===== src/mips_macros.svh =====
`ifndef MIPS_MACROS_SVH
`define MIPS_MACROS_SVH

// boot vector, first word fetched after reset
`define MIPS_RESET_PC 32'hBFC00000

`define MIPS_NUM_REGS 32 // general purpose registers

`define MIPS_BE_W 4 // byte enables per sram word

`endif


===== src/mips_pkg.sv =====
`include "mips_macros.svh"

package mips_pkg;

    typedef logic [31:0] word_t; // data, address or instruction
    typedef logic [$clog2(`MIPS_NUM_REGS)-1:0] reg_idx_t;

    typedef enum logic [2:0] {
        ALU_ADD,
        ALU_SUB,
        ALU_AND,
        ALU_OR,
        ALU_SLT,
        ALU_LUI,
        ALU_PASS_B
    } alu_op_e;

    typedef enum logic [1:0] {
        FWD_REG,      // value read in decode
        FWD_FROM_MEM, // alu result of the memory stage
        FWD_FROM_WB   // final writeback value
    } fwd_sel_e;

    typedef struct packed {
        alu_op_e alu_op;
        logic    use_imm;
        logic    reg_write;
        logic    mem_read;
        logic    mem_write;
        logic    branch_eq;
        logic    branch_ne;
        logic    jump;
        logic    dst_rt; // rt is the destination, not rd
    } ctrl_t;

    typedef struct packed {
        logic  valid;
        word_t pc;
        word_t instr;
    } ifid_t;

    typedef struct packed {
        logic     valid;
        word_t    pc;
        ctrl_t    ctrl;
        reg_idx_t rs;
        reg_idx_t rt;
        word_t    rs_val;
        word_t    rt_val;
        word_t    imm;
        reg_idx_t dst;
    } idex_t;

    typedef struct packed {
        logic     valid;
        word_t    pc;
        ctrl_t    ctrl;
        word_t    alu_result;
        word_t    store_data;
        reg_idx_t dst;
    } exmem_t;

    typedef struct packed {
        logic     valid;
        word_t    pc;
        logic     reg_write;
        logic     mem_read;
        word_t    alu_result; // load data comes straight from the sram
        reg_idx_t dst;
    } memwb_t;

endpackage


===== src/mips_fetch.sv =====
`timescale 1ns/100ps

`include "mips_macros.svh"

module mips_fetch (
    input  logic            clk,
    input  logic            arst_n_i,
    input  logic            stall_i,
    input  logic            jump_i,
    input  mips_pkg::word_t jump_target_i,
    input  logic            branch_taken_i,
    input  mips_pkg::word_t branch_target_i,
    output mips_pkg::word_t pc_o,
    output mips_pkg::word_t next_pc_o
);
    import mips_pkg::*;

    word_t pc_q; // address of the word the sram returns this cycle

    always_comb begin
        if (branch_taken_i) begin
            next_pc_o = branch_target_i;
        end else if (jump_i) begin
            next_pc_o = jump_target_i;
        end else begin
            next_pc_o = pc_q + 32'd4;
        end
    end

    // one word before the boot vector so the first request lands on it
    always_ff @(posedge clk or negedge arst_n_i) begin
        if (!arst_n_i) begin
            pc_q <= `MIPS_RESET_PC - 32'd4;
        end else if (!stall_i) begin
            pc_q <= next_pc_o;
        end
    end

    assign pc_o = pc_q;

    a_pc_aligned: assert property (
        @(posedge clk) disable iff (!arst_n_i) pc_q[1:0] == 2'b00
    );

endmodule


===== src/mips_decoder.sv =====
`timescale 1ns/100ps

module mips_decoder (
    input  mips_pkg::word_t    instr_i,
    output mips_pkg::ctrl_t    ctrl_o,
    output mips_pkg::word_t    imm_o,
    output mips_pkg::reg_idx_t rs_o,
    output mips_pkg::reg_idx_t rt_o,
    output mips_pkg::reg_idx_t dst_o,
    input  mips_pkg::word_t    jump_target_pc_i,
    output mips_pkg::word_t    jump_target_o
);
    import mips_pkg::*;

    localparam logic [5:0] OP_SPECIAL = 6'h00;
    localparam logic [5:0] OP_J       = 6'h02;
    localparam logic [5:0] OP_BEQ     = 6'h04;
    localparam logic [5:0] OP_BNE     = 6'h05;
    localparam logic [5:0] OP_ADDIU   = 6'h09;
    localparam logic [5:0] OP_LUI     = 6'h0F;
    localparam logic [5:0] OP_LW      = 6'h23;
    localparam logic [5:0] OP_SW      = 6'h2B;

    localparam logic [5:0] FN_ADDU = 6'h21;
    localparam logic [5:0] FN_SUBU = 6'h23;
    localparam logic [5:0] FN_AND  = 6'h24;
    localparam logic [5:0] FN_OR   = 6'h25;
    localparam logic [5:0] FN_SLT  = 6'h2A;

    logic [5:0] opcode;
    logic [5:0] funct;
    reg_idx_t   rd;

    assign opcode = instr_i[31:26];
    assign funct  = instr_i[5:0];
    assign rs_o   = instr_i[25:21];
    assign rt_o   = instr_i[20:16];
    assign rd     = instr_i[15:11];

    always_comb begin
        ctrl_o = '0; // unknown encodings fall out as a no-op
        case (opcode)
            OP_SPECIAL: begin
                ctrl_o.reg_write = 1'b1;
                case (funct)
                    FN_ADDU: ctrl_o.alu_op = ALU_ADD;
                    FN_SUBU: ctrl_o.alu_op = ALU_SUB;
                    FN_AND:  ctrl_o.alu_op = ALU_AND;
                    FN_OR:   ctrl_o.alu_op = ALU_OR;
                    FN_SLT:  ctrl_o.alu_op = ALU_SLT;
                    default: ctrl_o.reg_write = 1'b0;
                endcase
            end
            OP_ADDIU: begin
                ctrl_o.use_imm   = 1'b1;
                ctrl_o.reg_write = 1'b1;
                ctrl_o.dst_rt    = 1'b1;
            end
            OP_LUI: begin
                ctrl_o.alu_op    = ALU_LUI;
                ctrl_o.use_imm   = 1'b1;
                ctrl_o.reg_write = 1'b1;
                ctrl_o.dst_rt    = 1'b1;
            end
            OP_LW: begin
                ctrl_o.use_imm   = 1'b1; // address = rs + offset
                ctrl_o.reg_write = 1'b1;
                ctrl_o.mem_read  = 1'b1;
                ctrl_o.dst_rt    = 1'b1;
            end
            OP_SW: begin
                ctrl_o.use_imm   = 1'b1;
                ctrl_o.mem_write = 1'b1;
            end
            OP_BEQ: begin
                ctrl_o.alu_op    = ALU_SUB;
                ctrl_o.branch_eq = 1'b1;
            end
            OP_BNE: begin
                ctrl_o.alu_op    = ALU_SUB;
                ctrl_o.branch_ne = 1'b1;
            end
            OP_J: ctrl_o.jump = 1'b1;
            default: ;
        endcase
    end

    // lui only needs the low half, so it takes the zero-extended form
    assign imm_o = (opcode == OP_LUI) ? {16'h0000, instr_i[15:0]}
                                      : {{16{instr_i[15]}}, instr_i[15:0]};

    assign dst_o = ctrl_o.dst_rt ? rt_o : rd;

    // region of the delay slot, not of the jump itself
    assign jump_target_o = {jump_target_pc_i[31:28], instr_i[25:0], 2'b00};

endmodule


===== src/mips_regfile.sv =====
`timescale 1ns/100ps

`include "mips_macros.svh"

module mips_regfile (
    input  logic               clk,
    input  logic               arst_n_i,
    input  logic               we_i,
    input  mips_pkg::reg_idx_t waddr_i,
    input  mips_pkg::word_t    wdata_i,
    input  mips_pkg::reg_idx_t raddr_a_i,
    input  mips_pkg::reg_idx_t raddr_b_i,
    output mips_pkg::word_t    rdata_a_o,
    output mips_pkg::word_t    rdata_b_o
);
    import mips_pkg::*;

    word_t regs_q [`MIPS_NUM_REGS];

    always_ff @(posedge clk or negedge arst_n_i) begin
        if (!arst_n_i) begin
            for (int i = 0; i < `MIPS_NUM_REGS; i++) begin
                regs_q[i] <= '0;
            end
        end else if (we_i && waddr_i != '0) begin
            regs_q[waddr_i] <= wdata_i; // $zero never written
        end
    end

    // writeback of this cycle wins over the stored copy
    function automatic word_t read_port(input reg_idx_t idx);
        if (idx == '0) begin
            return '0;
        end
        if (we_i && idx == waddr_i) begin
            return wdata_i;
        end
        return regs_q[idx];
    endfunction

    always_comb begin
        rdata_a_o = read_port(raddr_a_i);
        rdata_b_o = read_port(raddr_b_i);
    end

endmodule


===== src/mips_hazard.sv =====
`timescale 1ns/100ps

module mips_hazard (
    input  mips_pkg::reg_idx_t ex_rs_i,
    input  mips_pkg::reg_idx_t ex_rt_i,
    input  mips_pkg::reg_idx_t mem_dst_i,
    input  logic               mem_we_i,
    input  mips_pkg::reg_idx_t wb_dst_i,
    input  logic               wb_we_i,
    input  logic               ex_mem_read_i,
    input  mips_pkg::reg_idx_t ex_dst_i,
    input  mips_pkg::reg_idx_t id_rs_i,
    input  mips_pkg::reg_idx_t id_rt_i,
    input  logic               branch_taken_i,
    output mips_pkg::fwd_sel_e fwd_a_o,
    output mips_pkg::fwd_sel_e fwd_b_o,
    output logic               stall_o,
    output logic               flush_id_o
);
    import mips_pkg::*;

    // the younger producer in memory wins over writeback
    function automatic fwd_sel_e pick_source(input reg_idx_t src);
        if (mem_we_i && mem_dst_i != '0 && mem_dst_i == src) begin
            return FWD_FROM_MEM;
        end
        if (wb_we_i && wb_dst_i != '0 && wb_dst_i == src) begin
            return FWD_FROM_WB;
        end
        return FWD_REG;
    endfunction

    always_comb begin
        fwd_a_o = pick_source(ex_rs_i);
        fwd_b_o = pick_source(ex_rt_i);
    end

    // load data is only ready in writeback, one cycle too late for execute
    assign stall_o = ex_mem_read_i && ex_dst_i != '0
                     && (ex_dst_i == id_rs_i || ex_dst_i == id_rt_i);

    assign flush_id_o = branch_taken_i; // drops the fetch after the delay slot

    // a load and a branch can never share the execute stage
    a_no_stall_on_flush: assert final (!(stall_o && flush_id_o));

endmodule


===== src/mips_alu.sv =====
`timescale 1ns/100ps

module mips_alu (
    input  mips_pkg::alu_op_e op_i,
    input  mips_pkg::word_t   a_i,
    input  mips_pkg::word_t   b_i,
    output mips_pkg::word_t   result_o,
    output logic              equal_o
);
    import mips_pkg::*;

    always_comb begin
        case (op_i)
            ALU_ADD:    result_o = a_i + b_i; // wraps, no overflow trap
            ALU_SUB:    result_o = a_i - b_i;
            ALU_AND:    result_o = a_i & b_i;
            ALU_OR:     result_o = a_i | b_i;
            ALU_SLT:    result_o = {31'b0, $signed(a_i) < $signed(b_i)};
            ALU_LUI:    result_o = {b_i[15:0], 16'h0000};
            ALU_PASS_B: result_o = b_i;
            default:    result_o = '0;
        endcase
    end

    assign equal_o = (a_i == b_i); // branch compare on forwarded operands

endmodule


===== src/mycpu_top.sv =====
`timescale 1ns/100ps

`include "mips_macros.svh"

module mycpu_top (
    input  logic                     clk,
    input  logic                     arst_n_i,
    output logic                     inst_sram_en_o,
    output logic [`MIPS_BE_W-1:0]    inst_sram_wen_o,
    output mips_pkg::word_t          inst_sram_addr_o,
    output mips_pkg::word_t          inst_sram_wdata_o,
    input  mips_pkg::word_t          inst_sram_rdata_i,
    output logic                     data_sram_en_o,
    output logic [`MIPS_BE_W-1:0]    data_sram_wen_o,
    output mips_pkg::word_t          data_sram_addr_o,
    output mips_pkg::word_t          data_sram_wdata_o,
    input  mips_pkg::word_t          data_sram_rdata_i,
    output mips_pkg::word_t          debug_wb_pc_o,
    output logic [`MIPS_BE_W-1:0]    debug_wb_rf_wen_o,
    output mips_pkg::reg_idx_t       debug_wb_rf_wnum_o,
    output mips_pkg::word_t          debug_wb_rf_wdata_o
);
    import mips_pkg::*;

    ifid_t  ifid_q;
    idex_t  idex_q;
    exmem_t exmem_q;
    memwb_t memwb_q;

    word_t    pc;
    word_t    next_pc;
    word_t    if_instr;
    word_t    instr_hold_q;
    logic     fetch_on_q;
    logic     stall_q;
    ctrl_t    id_ctrl;
    word_t    id_imm;
    reg_idx_t id_rs;
    reg_idx_t id_rt;
    reg_idx_t id_dst;
    word_t    id_rs_val;
    word_t    id_rt_val;
    logic     id_issue;
    word_t    jump_target;
    logic     jump;
    logic     stall;
    logic     flush_id;
    logic     branch_taken;
    word_t    branch_target;
    fwd_sel_e fwd_a;
    fwd_sel_e fwd_b;
    word_t    ex_a;
    word_t    ex_b;
    word_t    alu_b;
    word_t    alu_result;
    logic     alu_equal;
    word_t    wb_result;
    logic     trace_we;

    mips_fetch u_fetch (
        .clk             (clk),
        .arst_n_i        (arst_n_i),
        .stall_i         (stall),
        .jump_i          (jump),
        .jump_target_i   (jump_target),
        .branch_taken_i  (branch_taken),
        .branch_target_i (branch_target),
        .pc_o            (pc),
        .next_pc_o       (next_pc)
    );

    assign inst_sram_en_o    = arst_n_i && !stall;
    assign inst_sram_wen_o   = '0;
    assign inst_sram_addr_o  = next_pc; // no translation
    assign inst_sram_wdata_o = '0;

    // sram output is not refreshed while stalled so the word is kept aside
    always_ff @(posedge clk or negedge arst_n_i) begin
        if (!arst_n_i) begin
            fetch_on_q <= 1'b0;
            stall_q    <= 1'b0;
        end else begin
            fetch_on_q <= 1'b1; // first request went out at this edge
            stall_q    <= stall;
        end
    end

    always_ff @(posedge clk) begin
        if (stall) begin
            instr_hold_q <= inst_sram_rdata_i;
        end
    end

    assign if_instr = stall_q ? instr_hold_q : inst_sram_rdata_i;

    always_ff @(posedge clk or negedge arst_n_i) begin
        if (!arst_n_i) begin
            ifid_q <= '0;
        end else if (!stall) begin
            ifid_q.valid <= fetch_on_q && !flush_id;
            ifid_q.pc    <= pc;
            ifid_q.instr <= if_instr;
        end
    end

    mips_decoder u_decoder (
        .instr_i          (ifid_q.instr),
        .ctrl_o           (id_ctrl),
        .imm_o            (id_imm),
        .rs_o             (id_rs),
        .rt_o             (id_rt),
        .dst_o            (id_dst),
        .jump_target_pc_i (ifid_q.pc + 32'd4),
        .jump_target_o    (jump_target)
    );

    assign jump = ifid_q.valid && id_ctrl.jump; // resolved in decode while the delay slot sits in IF

    mips_regfile u_regfile (
        .clk       (clk),
        .arst_n_i  (arst_n_i),
        .we_i      (memwb_q.valid && memwb_q.reg_write),
        .waddr_i   (memwb_q.dst),
        .wdata_i   (wb_result),
        .raddr_a_i (id_rs),
        .raddr_b_i (id_rt),
        .rdata_a_o (id_rs_val),
        .rdata_b_o (id_rt_val)
    );

    mips_hazard u_hazard (
        .ex_rs_i        (idex_q.rs),
        .ex_rt_i        (idex_q.rt),
        .mem_dst_i      (exmem_q.dst),
        .mem_we_i       (exmem_q.valid && exmem_q.ctrl.reg_write),
        .wb_dst_i       (memwb_q.dst),
        .wb_we_i        (memwb_q.valid && memwb_q.reg_write),
        .ex_mem_read_i  (idex_q.valid && idex_q.ctrl.mem_read),
        .ex_dst_i       (idex_q.dst),
        .id_rs_i        (id_rs),
        .id_rt_i        (id_rt),
        .branch_taken_i (branch_taken),
        .fwd_a_o        (fwd_a),
        .fwd_b_o        (fwd_b),
        .stall_o        (stall),
        .flush_id_o     (flush_id)
    );

    assign id_issue = ifid_q.valid && !stall; // bubble on load-use

    // bubbles enter execute with all controls cleared
    always_ff @(posedge clk or negedge arst_n_i) begin
        if (!arst_n_i) begin
            idex_q <= '0;
        end else begin
            idex_q <= '{
                valid:  id_issue,
                pc:     ifid_q.pc,
                ctrl:   id_issue ? id_ctrl : '0,
                rs:     id_rs,
                rt:     id_rt,
                rs_val: id_rs_val,
                rt_val: id_rt_val,
                imm:    id_imm,
                dst:    id_dst
            };
        end
    end

    function automatic word_t pick_operand(input fwd_sel_e sel, input word_t reg_val,
                                           input word_t mem_val, input word_t wb_val);
        case (sel)
            FWD_FROM_MEM: return mem_val;
            FWD_FROM_WB:  return wb_val;
            default:      return reg_val;
        endcase
    endfunction

    assign ex_a  = pick_operand(fwd_a, idex_q.rs_val, exmem_q.alu_result, wb_result);
    assign ex_b  = pick_operand(fwd_b, idex_q.rt_val, exmem_q.alu_result, wb_result);
    assign alu_b = idex_q.ctrl.use_imm ? idex_q.imm : ex_b;

    mips_alu u_alu (
        .op_i     (idex_q.ctrl.alu_op),
        .a_i      (ex_a),
        .b_i      (alu_b),
        .result_o (alu_result),
        .equal_o  (alu_equal)
    );

    assign branch_taken = idex_q.valid
                          && ((idex_q.ctrl.branch_eq && alu_equal)
                              || (idex_q.ctrl.branch_ne && !alu_equal));
    assign branch_target = idex_q.pc + 32'd4 + {idex_q.imm[29:0], 2'b00};

    always_ff @(posedge clk or negedge arst_n_i) begin
        if (!arst_n_i) begin
            exmem_q <= '0;
        end else begin
            exmem_q <= '{
                valid:      idex_q.valid,
                pc:         idex_q.pc,
                ctrl:       idex_q.ctrl,
                alu_result: alu_result,
                store_data: ex_b, // forwarded rt rather than the immediate
                dst:        idex_q.dst
            };
        end
    end

    assign data_sram_en_o    = exmem_q.ctrl.mem_read || exmem_q.ctrl.mem_write;
    assign data_sram_wen_o   = {`MIPS_BE_W{exmem_q.ctrl.mem_write}};
    assign data_sram_addr_o  = exmem_q.alu_result;
    assign data_sram_wdata_o = exmem_q.store_data;

    always_ff @(posedge clk or negedge arst_n_i) begin
        if (!arst_n_i) begin
            memwb_q <= '0;
        end else begin
            memwb_q <= '{
                valid:      exmem_q.valid,
                pc:         exmem_q.pc,
                reg_write:  exmem_q.ctrl.reg_write,
                mem_read:   exmem_q.ctrl.mem_read,
                alu_result: exmem_q.alu_result,
                dst:        exmem_q.dst
            };
        end
    end

    // load word arrives the cycle after the request
    assign wb_result = memwb_q.mem_read ? data_sram_rdata_i : memwb_q.alu_result;

    assign trace_we            = memwb_q.valid && memwb_q.reg_write && memwb_q.dst != '0;
    assign debug_wb_pc_o       = memwb_q.pc;
    assign debug_wb_rf_wen_o   = {`MIPS_BE_W{trace_we}};
    assign debug_wb_rf_wnum_o  = memwb_q.dst;
    assign debug_wb_rf_wdata_o = wb_result;

    // a request always belongs to a live memory-stage instruction
    a_dsram_en_valid: assert property (
        @(posedge clk) disable iff (!arst_n_i) data_sram_en_o |-> exmem_q.valid
    );

endmodule


===== config.mk =====
export PLATFORM = sky130hd
export DESIGN_NAME = mycpu_top
export DESIGN_NICKNAME = d
export VERILOG_FILES = /design/src/mips_pkg.sv /design/src/mips_fetch.sv /design/src/mips_decoder.sv /design/src/mips_regfile.sv /design/src/mips_hazard.sv /design/src/mips_alu.sv /design/src/mycpu_top.sv
export VERILOG_INCLUDE_DIRS = /design/src
export SDC_FILE = /design/constraint.sdc
export NUM_CORES = 2
export LEC_CHECK = 0
export BUFFER_PORTS_ARGS = -buffer_cell sky130_fd_sc_hd__buf_4
export CORE_MARGIN = 5
export CORE_UTILIZATION = 55
export DETAILED_ROUTE_END_ITERATION = 10
export GPL_TIMING_DRIVEN = 0
export HOLD_SLACK_MARGIN = 0.15
export PLACE_DENSITY = 0.76
export SYNTH_ARGS = -nofsm -noshare
export SYNTH_HDL_FRONTEND = slang
export SYNTH_SLANG_ARGS = --single-unit

===== constraint.sdc =====
create_clock -name clk -period 7.15 [get_ports clk]
set_input_delay 1.43 -clock clk [delete_from_list [all_inputs] [get_ports clk]]
set_output_delay 1.43 -clock clk [all_outputs]
set_load 0.05 [all_outputs]

### Word level (Yosys, flattened, before mapping)

Cells that the tools add are included.

| cells by class | value |
|---|---|
| mux-type cells | 59 |
| bitwise operators | 5 |
| add/subtract/negate cells | 6 |
| $lt $le $gt $ge | 5 |
| reduce and logical (&&, ||, !) cells | 38 |
| eq/ne operators | 31 |

Operators with widths:

| kind | count |
|---|---|
| bitwise mux 1024 bit | 1 |
| two-way mux 32 bit | 19 |
| binary-select mux 32 bit (select 5 bit) | 2 |
| one-hot mux 32 bit (7 select lines) | 1 |
| demux 32 bit (select 5 bit) | 1 |
| one-hot mux 32 bit (2 select lines) | 2 |
| adder 32 x 3 -> 32 bit (second input constant) | 3 |
| adder 32 bit | 2 |
| equality test 6 bit (second input constant) | 7 |
| equality test 5 bit | 8 |
| AND 32 bit | 1 |
| equality test 32 bit | 1 |
| < comparator 32 bit | 1 |
| bitwise OR 32 bit | 1 |
| subtractor 32 bit | 1 |
| logical AND 1 bit | 21 |
| two-way mux 1 bit | 20 |
| >= comparator 6 bit (second input constant) | 3 |
| inverter 5 -> 6 bit | 3 |
| two-way mux 2 bit | 8 |
| nonzero test 5 bit | 3 |
| equality test 6 x 3 -> 1 bit (second input constant) | 2 |
| equality test 6 x 4 -> 1 bit (second input constant) | 2 |
| one-hot mux 3 bit (4 select lines) | 1 |
| 20 further kinds | 30 |

| storage, ports and cells | value |
|---|---|
| input port bits | 66 |
| logic and storage cells | 212 |
| flip-flop bits (word level) | 1,485 |

### Depth between registers and ports, before layout

| depth | value |
|---|---|
| depth in word-level cells | 17 |
| gate-level depth with buffers | 23 |
| gate-level depth less buffers | 20 |

### Modules after synthesis

A second synthesis with hierarchy kept.

| unflattened totals | value |
|---|---|
| cell total of the unflattened synthesis | 6,591 |
| area, all modules | 82,736.9 um^2 |

By module, submodules not included:

| module | sequential area each (um^2) | area an instance (um^2) | times used | cells each |
|---|---|---|---|---|
| mips_regfile | 25,624.6 | 55,958.7 | 1 | 3,920 |
| mycpu_top | 10,895.4 | 17,546.8 | 1 | 1,372 |
| mips_alu | 0.0 | 5,187.5 | 1 | 791 |
| mips_fetch | 835.8 | 2,797.7 | 1 | 342 |
| mips_decoder | 0.0 | 847.1 | 1 | 116 |
| mips_hazard | 0.0 | 399.1 | 1 | 50 |

### Worst setup path before layout

OpenSTA, ideal clock, no wires.

| timing path | value |
|---|---|
| path kind | input port to output port |
| from | in data_sram_rdata_i[13] |
| to | out inst_sram_addr_o[16] |
| arrival | 5.738 ns |
| cell stages on the path | 16 |
| required time | 5.720 ns |
| path slack | -0.018 ns |
| path buffers | 3 |
| cells stage by stage | mux2i_1 > inv_1 > nor4_1 > o31ai_2 > mux2i_1 > inv_1 > ha_1 > clkbuf_1 > nor4b_1 > and3_1 > nand3_1 > mux2i_1 > nor2b_1 > clkbuf_1 > clkbuf_1 > mux2i_1 |

| on the way | value |
|---|---|
| word-level cells in the longest chain between the ends | 9 |
| elaborated cells between the ends (all ways) | 11 |

Ends and longest elaborated chain:

| what | RTL line | RTL |
|---|---|---|
| from (decl) | mycpu_top.sv:17 | `input mips_pkg::word_t data_sram_rdata_i,` |
| two-way mux 32 bit * | mycpu_top.sv:232 | `assign wb_result = memwb_q.mem_read ? data_sram_rdata_i : memwb_q.alu_result;` |
| named net debug_wb_rf_wdata_o[13] | mycpu_top.sv:21 | `output mips_pkg::word_t debug_wb_rf_wdata_o` |
| one-hot mux 32 bit (2 select lines) * | mycpu_top.sv:172 | `case (sel)` |
| named net ex_b[13] | mycpu_top.sv:53 | `word_t ex_b;` |
| two-way mux 32 bit * | mycpu_top.sv:181 | `assign alu_b = idex_q.ctrl.use_imm ? idex_q.imm : ex_b;` |
| equality test 32 bit * | mips_alu.sv:25 | `assign equal_o = (a_i == b_i);` |
| logical NOT 1 bit | mycpu_top.sv:193 | `\|\| (idex_q.ctrl.branch_ne && !alu_equal));` |
| logical AND 1 bit | mycpu_top.sv:193 |  |
| logical OR 1 bit * | mycpu_top.sv:193 |  |
| logical AND 1 bit * | mycpu_top.sv:192 | `&& ((idex_q.ctrl.branch_eq && alu_equal)` |
| two-way mux 32 bit * | mips_fetch.sv:21 | `if (branch_taken_i) begin` |
| to (decl) | mycpu_top.sv:10 | `output mips_pkg::word_t inst_sram_addr_o,` |

Mark *: on every way through the listed nets, which the timed path passes. The rest lies on a longest branch.

### Worst setup path after layout

| timing path | value |
|---|---|
| from | reg ifid_q[22] (netlist name) |
| to | out inst_sram_addr_o[24] |

| on the way | value |
|---|---|
| word-level cells in the longest chain between the ends | 2 |

Ends and longest elaborated chain:

| what | RTL line | RTL |
|---|---|---|
| from (decl) | mycpu_top.sv:25 | `ifid_t ifid_q;` |
| two-way mux 32 bit | mips_fetch.sv:23 | `end else if (jump_i) begin` |
| two-way mux 32 bit | mips_fetch.sv:21 |  |

Every way passes these cells.

==> results.sh <==
export IMPL_status="complete, but fails checks"
export IMPL_violations="max-capacitance violations, max-slew violations, negative setup slack"
export IMPL_final_nets=7752
export IMPL_peakVddDrop_v=0.0003511
export IMPL_dp_hpwl_microns=225400
export IMPL_initial_core_util_pct=55.43
export IMPL_via_per_inst=6.638
export IMPL_critPathLaunchType="flip-flop"
export IMPL_overflow=0
export IMPL_gp_congestion=1.056
export IMPL_syn_inst=7041
export IMPL_die_width_microns=385.2
export IMPL_grt_usage_pct=39.15
export IMPL_clock_skew_ns=0.04127
export IMPL_clockBufferDepth=3
export IMPL_cp_slowest_stage_delay_ns=0.94
export IMPL_maxCapViolations=3
export IMPL_numCtsBuffers=155
export IMPL_tritoncts="done"
export IMPL_numPortBuffers=240
export IMPL_synth_area_top_cells="dfrtp_1 (46%), mux4_2 (18%), a21oi_1 (4.7%)"
export IMPL_cp_slowest_cell="clkbuf_1"
export IMPL_root_buffer="clkbuf_16"
export IMPL_p_per_area_mw_per_mm2=273.8
export IMPL_crit_chain="clkbuf_1 > clkbuf_1 > clkbuf_1 > clkdlybuf4s15_2 > buf_2 > o21ai_0 > mux2i_4 > buf_6"
export IMPL_hold_depth=0
export IMPL_worstSetupPathType="reg2out"
export IMPL_grt_max_degree=194
export IMPL_vias=63290
export IMPL_stdcell_count=9534
export IMPL_cp_max_fo=10
export IMPL_synth_top_area_share_pct=45.57
export IMPL_firstDrtPassIters=9
export IMPL_synth_area_leader_cell="dfrtp_1"
export IMPL_synth_edf_count=32
export IMPL_r2r_start="exmem_q[0]"
export IMPL_drt_antenna_violating_nets=0
export IMPL_max_slew_margin_rel_pct=-5.830
export IMPL_syn_to_final_growth_pct=15.29
export IMPL_insertion_delay_ns=0.82
export IMPL_synth_distinct_cells=81
export IMPL_hold_slack_ns=0.3487
export IMPL_coreArea_sq_mm=0.1397
export IMPL_drt_iter0_markers=8959
export IMPL_cp_common_cell="clkbuf_1"
export IMPL_routedWlPerCell_microns=30.61
export IMPL_synth_flop_cell="dfrtp_1"
export IMPL_drive_gt1_share_pct=21.83
export IMPL_clkSinkCount=1470
export IMPL_die_y_microns=385.2
export IMPL_routed_wl_microns=291900
export IMPL_drc_errors=0
export IMPL_critPathArrivalTime_ns=5.81
export IMPL_finalCritPeriodShare_pct=101.3
export IMPL_yosys_warnings=0
export IMPL_grt_pass1_wl_microns=421500
export IMPL_crit_start="ifid_q[22]"
export IMPL_cts_max_level=4
export IMPL_clkTransAtPathRegs_ns=0.06
export IMPL_crit_path_end_kind="output port"
export IMPL_tightest_slew_ns=1.587
export IMPL_nFillCells=10970
export IMPL_r2r_cells=21
export IMPL_ys_ff_latch=1470
export IMPL_first_global_vias=62410
export IMPL_drv_slew=33
export IMPL_die_area_sq_mm=0.1484
export IMPL_worstHoldStart="exmem_q[104]"
export IMPL_p_leak_nw=35.12
export IMPL_antenna_found_initial=13
export IMPL_hold_violations=0
export IMPL_total_power_mw=24.44
export IMPL_rows=137
export IMPL_worst_slack_ns=-0.09372
export IMPL_timing_fmax_mhz=138.1
export IMPL_setup_viol=2
export IMPL_synth_common_cells="dfrtp_1 (1410), nand2_1 (747), nor2_1 (743)"
export IMPL_synth_cell_area_sq_mm=0.07743
export IMPL_fin_crit_ns=7.244
export IMPL_synth_most_common_cell="dfrtp_1"
export IMPL_syn_avg_cell_area_sq_um=11.00
export IMPL_yosysSeqAreaShare_pct=47.76
export IMPL_postSynth_asyncResetShare_pct=97.82
export IMPL_placed_cells=9208
export IMPL_required_ns=5.72
export IMPL_hold_path_class="reg2reg"
export IMPL_pin_count=277
## critical path, delay by kind of cell, from the launching register on
kind	cells	cell delay (ns)
buffers and inverters	6	4.01
muxes	1	0.24
AOI/OAI and AO/OA	1	0.31
DFF	1	0.37
## where the power goes
part / switching [mW] / total [mW] / internal, mW
Sequential: 0.571 / 9.53 / 8.96
Combinational: 4.23 / 6.15 / 1.92
Clock: 3.63 / 8.76 / 5.13
## layout by cell type (no fill, tap or decap), drive strengths merged, types with 13 or more instances in the layout
cell type  instances
a211oi           172
a21o              26
a21oi            733
a31oi             19
and3              19
buf              548
bufinv            20
clkbuf           727
clkinv            41
conb              37
dfrtp           1410
dfstp             28
edfxtp            32
ha               159
inv              151
mux2              69
mux2i            125
mux4             617
nand2            747
nand2b            16
nand3             36
nand4             31
nor2             743
nor2b            112
nor3              39
nor4              14
o21ai            631
o21bai            13
o221ai            16
o31ai             17
xnor2             67
xor2              52
## cell type report
type / instances / area, sq um / share of cell area, %
Antenna cell: 9 / 22.52 / 0.02523
Buffer: 763 / 3656 / 4.096
Clock buffer: 203 / 4434 / 4.967
Clock inverter: 79 / 1092 / 1.224
Inverter: 143 / 539.3 / 0.6041
Multi-Input combinational cell: 4680 / 37580 / 42.10
Sequential cell: 1470 / 36990 / 41.43
Tap cell: 1876 / 2347 / 2.629
Timing Repair Buffer: 311 / 2610 / 2.924
## timing repair
action / in CTS / in global routing
hold buffers: 0 / 0
setup buffers: 38 / 16
gates resized for setup: 279 / 54
cloned: 1 / 0
pin swaps: 18 / 11
endpoints found under the setup margin: 80 / 32
## final timing paths
| path | endpoint | slack [ns] |
|---|---|---|
| setup / recovery | inst_sram_addr_o[24] | -0.09 |
| hold / removal | debug_wb_pc_o[24] | 0.35 |
| setup reg to reg | data_sram_addr_o[27] | 0.89 |
| hold reg to reg | debug_wb_pc_o[24] | 0.35 |
| max in group asynchronous | u_regfile.regs_q[60] | 3.68 |
| min in group asynchronous | data_sram_wdata_o[10] | 0.56 |
## routing by layer
layer / track usage, % / wire length [microns] / vias up
met1: 50.09 / 103800 / 31900
met2: 60.77 / 132900 / 4344
li1: - / - / 26100
met5: 0 / 41 / -
met3: 11.34 / 35500 / 940
met4: 21.34 / 19660 / 6
## sequential cells by signal, indices dropped and copies added (netlist names), 35 cells and up
signal and cells:
exmem_q 40, idex_q 138, ifid_q 65, memwb_q 35
u_regfile.regs_q 1024
## kinds of logic after synthesis
kind of cell             count (synthesis)  share of synthesized area (%)
AND/OR/NAND/NOR                       1815                          9.825
AO/OA/AOI/OAI                         1736                          12.60
flip-flops                            1470                          47.76
buffers and inverters                  926                          5.250
multiplexers                           811                          20.57
adder cells (fa/ha/maj)                162                          2.647
XOR/XNOR                               119                          1.346
other                                    2                       0.009699
## through the flow
| stage | worst slack (ns) | util [%] | instance area (sq um) | TNS (ns) |
|---|---|---|---|---|
| after detailed placement | -2.085 | 58.76 | 82090 | -80.29 |
| after floorplan | -0.01821 | - | 77560 | -0.1274 |
| after global placement | -12.79 | 58.49 | 81710 | - |
| after CTS | 0.001366 | 63.68 | 88960 | 0 |
| after global routing | -0.06668 | 63.89 | 89260 | -0.4115 |
| final | -0.09372 | 63.90 | 89270 | -0.1247 |
No activity file was read; power rests on OpenSTA's default activity.
